$ cat src/design/sort_pkg.sv
package sort_pkg;

	// default network size, the top level overrides both
	localparam int DEF_LANES = 16;
	localparam int DEF_KEY_WIDTH = 8;

	// largest network the tag type can number
	localparam int MAX_LANES = 64;
	localparam int TAG_WIDTH = $clog2(MAX_LANES);

	// original lane number carried alongside each key
	typedef logic [TAG_WIDTH-1:0] tag_t;

	// layers in a Batcher odd-even merge network of n lanes
	// log2(n) merge spans, span number s contributes s+1 layers
	function automatic int num_layers(input int n);
		int lg;
		lg = $clog2(n);
		return lg * (lg + 1) / 2;
	endfunction

	// partner of a lane in one layer, or the lane itself when unpaired
	// layers are counted over span p = 1, 2, 4 .. below n
	// and inside each span over distance k = p, p/2 .. 1
	function automatic int layer_partner(input int n, input int layer, input int lane);
		int idx;
		int p;
		int k;
		int base;
		int off;
		int result;
		idx = 0;
		result = lane;
		for (p = 1; p < n; p = p * 2)
		begin
			for (k = p; k >= 1; k = k / 2)
			begin
				if (idx == layer)
				begin
					// first compared lane of this layer
					base = k % p;
					off = lane - base;
					if (off >= 0 && (off % (2 * k)) < k)
					begin
						// lower member, partner sits k lanes up
						// only inside the same block of 2p lanes
						if (lane + k < n && (lane / (2 * p)) == ((lane + k) / (2 * p)))
						begin
							result = lane + k;
						end
					end
					else if (off >= k)
					begin
						// upper member, partner sits k lanes down
						if ((lane / (2 * p)) == ((lane - k) / (2 * p)))
						begin
							result = lane - k;
						end
					end
				end
				idx++;
			end
		end
		return result;
	endfunction

	// lane holds the larger key of its pair after the exchange
	// true for the lower-numbered member only
	function automatic bit lane_is_upper(input int n, input int layer, input int lane);
		int partner;
		partner = layer_partner(n, layer, lane);
		return partner > lane;
	endfunction

endpackage

$ cat src/design/sort_layer.sv
module sort_layer
	import sort_pkg::*;
#(
	parameter int LANES = DEF_LANES,
	parameter int KEY_WIDTH = DEF_KEY_WIDTH,
	parameter int LAYER = 0
)
(
	input logic clk,
	input logic reset,
	input logic [LANES*KEY_WIDTH-1:0] keys_in,
	input tag_t [LANES-1:0] tags_in,
	output logic [LANES*KEY_WIDTH-1:0] keys_out,
	output tag_t [LANES-1:0] tags_out
);

	// pipeline register of this layer
	// keys and tags move together
	logic [LANES*KEY_WIDTH-1:0] keys_q;
	tag_t [LANES-1:0] tags_q;

	// per lane exchange select
	// both members of a pair carry the same bit
	logic [LANES-1:0] swap;

	// one stage of the pipe, new vector every edge
	always_ff @(posedge clk)
	begin
		if (reset)
		begin
			keys_q <= '0;
			tags_q <= '0;
		end
		else
		begin
			keys_q <= keys_in;
			tags_q <= tags_in;
		end
	end

	// compare-exchange on the registered vector
	// pairing is fixed per LAYER, so every lane resolves
	// its partner and role while elaborating
	generate
		for (genvar j = 0; j < LANES; j++)
		begin : lane_g
			localparam int PARTNER = layer_partner(LANES, LAYER, j);
			localparam bit UPPER = lane_is_upper(LANES, LAYER, j);

			logic [KEY_WIDTH-1:0] own_key;
			logic [KEY_WIDTH-1:0] other_key;

			// own key and the key across the pair
			// for an unpaired lane both are the same slice
			assign own_key = keys_q[j*KEY_WIDTH +: KEY_WIDTH];
			assign other_key = keys_q[PARTNER*KEY_WIDTH +: KEY_WIDTH];

			if (PARTNER == j)
			begin : idle_g
				// not touched by this layer
				assign swap[j] = 1'b0;
			end
			else if (UPPER)
			begin : cmp_g
				// the single comparator of the pair
				// larger key wants the lower lane, equal keys stay put
				assign swap[j] = own_key < other_key;
			end
			else
			begin : follow_g
				// higher lane follows the comparator of its partner
				assign swap[j] = swap[PARTNER];
			end

			// output mux, key and tag switch together
			assign keys_out[j*KEY_WIDTH +: KEY_WIDTH] = swap[j] ? other_key : own_key;
			assign tags_out[j] = swap[j] ? tags_q[PARTNER] : tags_q[j];
		end
	endgenerate

endmodule

$ cat src/design/sort_top.sv
module sort_top
	import sort_pkg::*;
#(
	parameter int LANES = DEF_LANES,
	parameter int KEY_WIDTH = DEF_KEY_WIDTH
)
(
	input logic clk,
	input logic reset,
	input logic [LANES*KEY_WIDTH-1:0] candidate,
	output logic [LANES*$clog2(LANES)-1:0] index_sorted
);

	// network depth, 10 layers for 16 lanes
	localparam int LAYERS = num_layers(LANES);
	// bits of a lane number on the output
	localparam int INDEX_WIDTH = $clog2(LANES);

	// lane count must suit the merge network and the tag type
	generate
		if (LANES < 2 || LANES > MAX_LANES || (LANES & (LANES - 1)) != 0)
		begin : lanes_check_g
			$error("sort_top: LANES must be a power of two from 2 to %0d", MAX_LANES);
		end
	endgenerate

	// links between layers
	// entry 0 is the network input, entry L+1 the output of layer L
	// last key entry has no reader, keys only steer the exchanges
	logic [LANES*KEY_WIDTH-1:0] keys_chain [LAYERS+1];
	tag_t [LANES-1:0] tags_chain [LAYERS+1];

	// final tags cut down to lane-number width
	logic [LANES*INDEX_WIDTH-1:0] final_index;

	// keys enter straight into layer 0
	assign keys_chain[0] = candidate;

	// seed tags, lane j starts out tagged j
	generate
		for (genvar j = 0; j < LANES; j++)
		begin : seed_g
			assign tags_chain[0][j] = tag_t'(j);
		end
	endgenerate

	// one registered layer per network layer
	generate
		for (genvar l = 0; l < LAYERS; l++)
		begin : layer_g
			sort_layer #(
				.LANES(LANES),
				.KEY_WIDTH(KEY_WIDTH),
				.LAYER(l)
			) u_layer (
				.clk(clk),
				.reset(reset),
				.keys_in(keys_chain[l]),
				.tags_in(tags_chain[l]),
				.keys_out(keys_chain[l+1]),
				.tags_out(tags_chain[l+1])
			);
		end
	endgenerate

	// rank r slice holds the lane of the r-th largest key
	// upper tag bits are always zero here
	generate
		for (genvar r = 0; r < LANES; r++)
		begin : index_g
			assign final_index[r*INDEX_WIDTH +: INDEX_WIDTH] =
				tags_chain[LAYERS][r][INDEX_WIDTH-1:0];
		end
	endgenerate

	// output register
	// LAYERS+1 register stages from candidate to index_sorted
	always_ff @(posedge clk)
	begin
		if (reset)
		begin
			index_sorted <= '0;
		end
		else
		begin
			index_sorted <= final_index;
		end
	end

endmodule

$ cat config.mk
export PLATFORM = sky130hd
export DESIGN_NAME = sort_top
export DESIGN_NICKNAME = d
export VERILOG_FILES = /design/src/design/sort_pkg.sv /design/src/design/sort_layer.sv /design/src/design/sort_top.sv
export SDC_FILE = /design/constraint.sdc
export NUM_CORES = 2
export LEC_CHECK = 0
export ABC_AREA = 1
export BUFFER_PORTS_ARGS = -buffer_cell sky130_fd_sc_hd__buf_2
export CORE_UTILIZATION = 50
export DETAILED_ROUTE_END_ITERATION = 8
export GPL_TIMING_DRIVEN = 0
export PLACE_DENSITY = 0.8
export SYNTH_ARGS = -nofsm -noshare
export SYNTH_HDL_FRONTEND = slang
export SYNTH_SLANG_ARGS = --single-unit
$ cat constraint.sdc
create_clock -name clk -period 1.55 [get_ports clk]
set_input_delay 0.465 -clock clk [delete_from_list [all_inputs] [get_ports clk]]
set_output_delay 0.465 -clock clk [all_outputs]
set_load 0.01 [all_outputs]
* After elaboration in Yosys (flattened, before gate mapping) *
Cells that the tools add are included.

operators by class
  magnitude comparators = 63
  muxes and demuxes = 238

operators with widths
  cell        number
  $mux 8      111
  $lt 8x8->1  63
  $mux 4      126
  $mux 94     1

storage, ports and cells
  output and inout port bits = 64
  flip-flop bits (word level) = 1960
  input port bits = 130

* Longest topological paths before layout *
  depth in word-level cells = 2
  mapped depth = 11
  mapped depth without buffers = 10

* Hierarchy *
Synthesis repeated with hierarchy kept, for this count alone.

second synthesis, totals
  cell total of the unflattened synthesis = 15551
  area total of the unflattened synthesis = 111220.4 sq um

by module, submodules not included
  module                           cells an instance  times used  area each (sq um)
  sort_layer (layer_g[3].u_layer)  1703               1           11932.7
  sort_layer (layer_g[0].u_layer)  1703               1           11770.0
  sort_layer (layer_g[1].u_layer)  1703               1           11589.9
  sort_layer (layer_g[6].u_layer)  1695               1           11503.5
  sort_layer (layer_g[5].u_layer)  1509               1           11293.3
  sort_layer (layer_g[9].u_layer)  1599               1           11029.3
  sort_layer (layer_g[8].u_layer)  1503               1           10680.2
  sort_layer (layer_g[7].u_layer)  1309               1           9942.0
  sort_layer (layer_g[4].u_layer)  1313               1           9875.7
  sort_layer (layer_g[2].u_layer)  1313               1           9755.6
  sort_top                         201                1           1848.0

* Worst setup path before layout *
No wires, ideal clock.

  kind = reg2reg
  start = register layer_g[4].u_layer.keys_q[103]
  end = register layer_g[5].u_layer.keys_q[102]
  arrival time = 1.414 ns
  buffers on the path = 2
  required time = 1.437 ns
  setup time = 0.113 ns
  stages on the path, launching flop included = 9
  slack = 0.023 ns
  path through = dfxtp_1 inv_1 ha_1 nand2_1 o21a_1 buf_4 buf_4 a21oi_2 nor2_1

between the ends
  longest elaborated chain between the ends = 2

RTL lines
  element                 RTL line          RTL
  start, declared         sort_layer.sv:19  logic [LANES*KEY_WIDTH-1:0] keys_q;
  start signal, assigned  sort_layer.sv:36  keys_q <= keys_in;
  $lt 8x8->1              sort_layer.sv:67  assign swap[j] = own_key < other_key;
  $mux 8                  sort_layer.sv:76  assign keys_out[j*KEY_WIDTH +: KEY_WIDTH] = swap[j] ? other_key : own_key;
  end signal, assigned    sort_layer.sv:36
  end, declared           sort_layer.sv:19

No other way between the ends.
A chain may end at the register's enable or synchronous reset.

* Worst setup path in the final report *
  start = register layer_g[7].u_layer.keys_q[41]
  end = register layer_g[8].u_layer.keys_q[78]

between the ends
  longest elaborated chain between the ends = 2

RTL lines
  element                 RTL line
  start, declared         sort_layer.sv:19
  start signal, assigned  sort_layer.sv:36
  $lt 8x8->1              sort_layer.sv:67
  $mux 8                  sort_layer.sv:76
  end signal, assigned    sort_layer.sv:36
  end, declared           sort_layer.sv:19

No other way between the ends.

==> out/metrics.csv <==
metric,value,unit
critical path class,reg -> reg,
crit end category,flop,
CP Data Arrival Time,2.91,ns
Worst Hold Depth,4,
Worst R2R Start,layer_g[7].u_layer.keys_q[41],
clk buf depth,3,
Critical path buffers and inverters,1,
Synth Instances,10200,
routability cong.,1.05,
CTS Buf Count,180,
worst skew pair latency,0.86,ns
status,finished with violations,
Leak,0.0484,uW
post-route ant nets,0,
IO Port Bufs,192,
full die area,0.156,mm2
post-DP HPWL,200000,um
Initial Util,50.6,%
Pwr per Cell Area,2620,mW/mm2
max-cap viol count,0,
Mean Syn Cell Area,7.56,um2
"Setup violations, final",974,
Synthesized Nets,10800,
TritonCTS clock tree,yes,
worst vdd ir,0.00233,V
Hold WS,0.336,ns
CTS Sinks,1768,
Synth Cell Area,0.0772,mm2
min-delay worst type,in -> reg,
Final WS setup,-0.629,ns
failing checks,"design-rule violations, negative setup slack",
maximum clock rate,459,MHz
row count,143,
nets,11900,
number of I/O pins,194,
largest net degree at the start of global routing,18,
Root Driver,clkbuf_16,
Yosys cell types,24,
ratio of cells with drive above 1 in the final layout,35.0,%
Final Cell Area,0.107,mm2
Worst Path Required,2.28,ns
final hold vios,0,
drt pass-1 iters,9,
crit path max fanout,10,
Crit path max-delay family,simple AND/OR/NAND/NOR gates,
DP Area,0.0807,mm2
vias in the first global route,72300,
Critical R2R Capture,layer_g[8].u_layer.keys_q[78],
fin crit period,2.18,ns
Die Wd,395,um
type of origin of the critical path,flop,
antenna violations before repair,29,
DIE HEIGHT,395,um
Final Skew,0.0315,ns
Slew @ Worst Pin,0.995,ns
slowest CP cell,dfxtp_2,
Final Cycle Share,141,%
vias,77300,
number of DRC markers in iteration 0,7711,
DR vias/cell,5.72,
clk slew on worst S/H paths,0.06,ns
CP peak stage delay,0.53,ns
WL per Instance,22.9,um
CP most frequent cell,nand2_1,
RSZ-0062 raised after global routing,yes,
FF-to-FF setup slack,-0.63,ns
yosys warns,0,
register area share after synthesis,45.9,%
Slew Limit Fails,0,
number of synthesized register bits,1768,
final total power,279000,uW
Hold Crit Start,candidate[114],
"commonest non-fill, non-tap cell in the layout",nand2_1,
htree depth,4,
worst slew margin relative to its limit,33.7,%
DRT Wirelength,309000,um
# DRC,13,
reg2reg path depth,10,
Core ar.,0.153,mm2
global-route wire length before repair,424000,um
Layout area overhead,38.4,%
cells along the critical path,ha_4 -> nand2_1 -> nand2_1 -> nand2_1 -> nand2_2 -> nand2_4 -> buf_4 -> nand3_1 -> nand2_2 -> nor2_4,
fill cell count,10800,
most frequent cells in the layout,"nand2_1, inv_1, dfxtp_1",
total gr overflow,0,
All-Layer GR Usage,35.3,%
hold endpoint,layer_g[0].u_layer.keys_q[114],
==> area by class of cell <==
type,count,area [um2],share of cell area [%]
buffer,659,5950,5.57
clock buffer,248,5150,4.83
multi-input combinational,6196,40900,38.3
inverter,1576,5950,5.57
clock inverter,82,1290,1.21
sequential,1768,36300,34.0
antenna,15,37.5,0.0351
timing repair buffer,943,8630,8.08
tap,2030,2540,2.38
==> sequential cells by signal, summed over array words and instances (netlist names) <==
name	cells
layer_g.u_layer.tags_q	352
index_sorted	64
layer_g.u_layer.keys_q	1232
layer_g.u_layer.tags_out	120
==> stage by stage <==
step	setup WS, ns	util (%)	instances	setup TNS [ns]
6_report	-0.629	70.0	13500	-100.96
3_3_place_gp	-1.07	52.9	12400	-451.49
3_5_place_dp	-1.05	52.9	12400	-470.79
5_1_grt	-0.617	70.0	13500	-173.26
4_1_cts	-0.231	65.7	13300	-37.39
2_1_floorplan	0.0228	-	10200	0
==> cells in the mapped netlist <==
library cell	n	area share, %
a21oi_1	751	4.9
a21oi_2	40	0.45
buf_1	13	0.063
buf_2	420	2.7
buf_4	137	1.3
buf_6	60	0.88
buf_8	1	0.019
clkbuf_1	41	0.20
clkbuf_4	1	0.0097
dfxtp_1	1768	46
ha_1	441	7.2
inv_1	1570	7.6
inv_2	5	0.024
inv_4	1	0.0081
nand2_1	1811	8.8
nand2_2	34	0.28
nand2_4	10	0.15
nand3_1	1224	7.9
nand4_1	612	5.0
nor2_1	1194	5.8
nor3_1	7	0.045
nor3_2	7	0.091
nor3_4	6	0.13
o21a_1	57	0.55
==> worst reg2reg max path: stages, from the launching register on <==
cell and delay (ns):
dfxtp_2 0.53, ha_4 0.26, nand2_1 0.07, nand2_1 0.07, nand2_1 0.27, nand2_2 0.12, nand2_4 0.12, buf_4 0.27
nand3_1 0.15, nand2_2 0.12, nor2_4 0.08
==> how the worst max path moves through the flow <==
stage	end	cells past startpoint	start	slack (ns)
after floorplan	layer_g[5].u_layer.keys_q[102]	8	layer_g[4].u_layer.keys_q[103]	0.02
after global placement	layer_g[9].u_layer.keys_q[117]	4	reset	-1.07
after detailed placement	layer_g[9].u_layer.tags_out[90]	4	reset	-1.05
after CTS	index_sorted[57]	1	index_sorted[57]	-0.23
after global routing	layer_g[8].u_layer.keys_q[78]	10	layer_g[7].u_layer.keys_q[41]	-0.62
final	layer_g[8].u_layer.keys_q[78]	10	layer_g[7].u_layer.keys_q[41]	-0.63
==> metal layers <==
layer,wire length [um],GRT usage [%]
met3,26900,5.89
met1,109000,40.4
met4,29300,27.1
met2,144000,58.7
met5,228,0
==> repair_timing <==
action	4_1_cts	5_1_grt
buffers inserted	372	138
gates cloned	88	46
hold endpoints to repair	129	0
hold buffers	129	0
pin swaps	637	513
endpoints found under the setup margin	1297	1335
gates resized for setup	2394	1226
==> logic make-up (layout without fill, tap and decap cells) <==
logic type,count (synthesis),count (layout),share of synthesized area [%]
flops,1768,1768,45.9
buf+inv,2249,3508,12.9
other cells,0,15,0
simple gates,4905,4907,28.2
compound gates,848,848,5.88
fa+ha+maj,441,441,7.15
==> report_power, final <==
group          internal, uW  total, uW  switching (uW)
combinational         75400     168000           92700
clock                 27800      47100           19400
sequential            55500      64300            8810
total                159000     279000          121000
No activity file was read; power rests on OpenSTA's default activity.
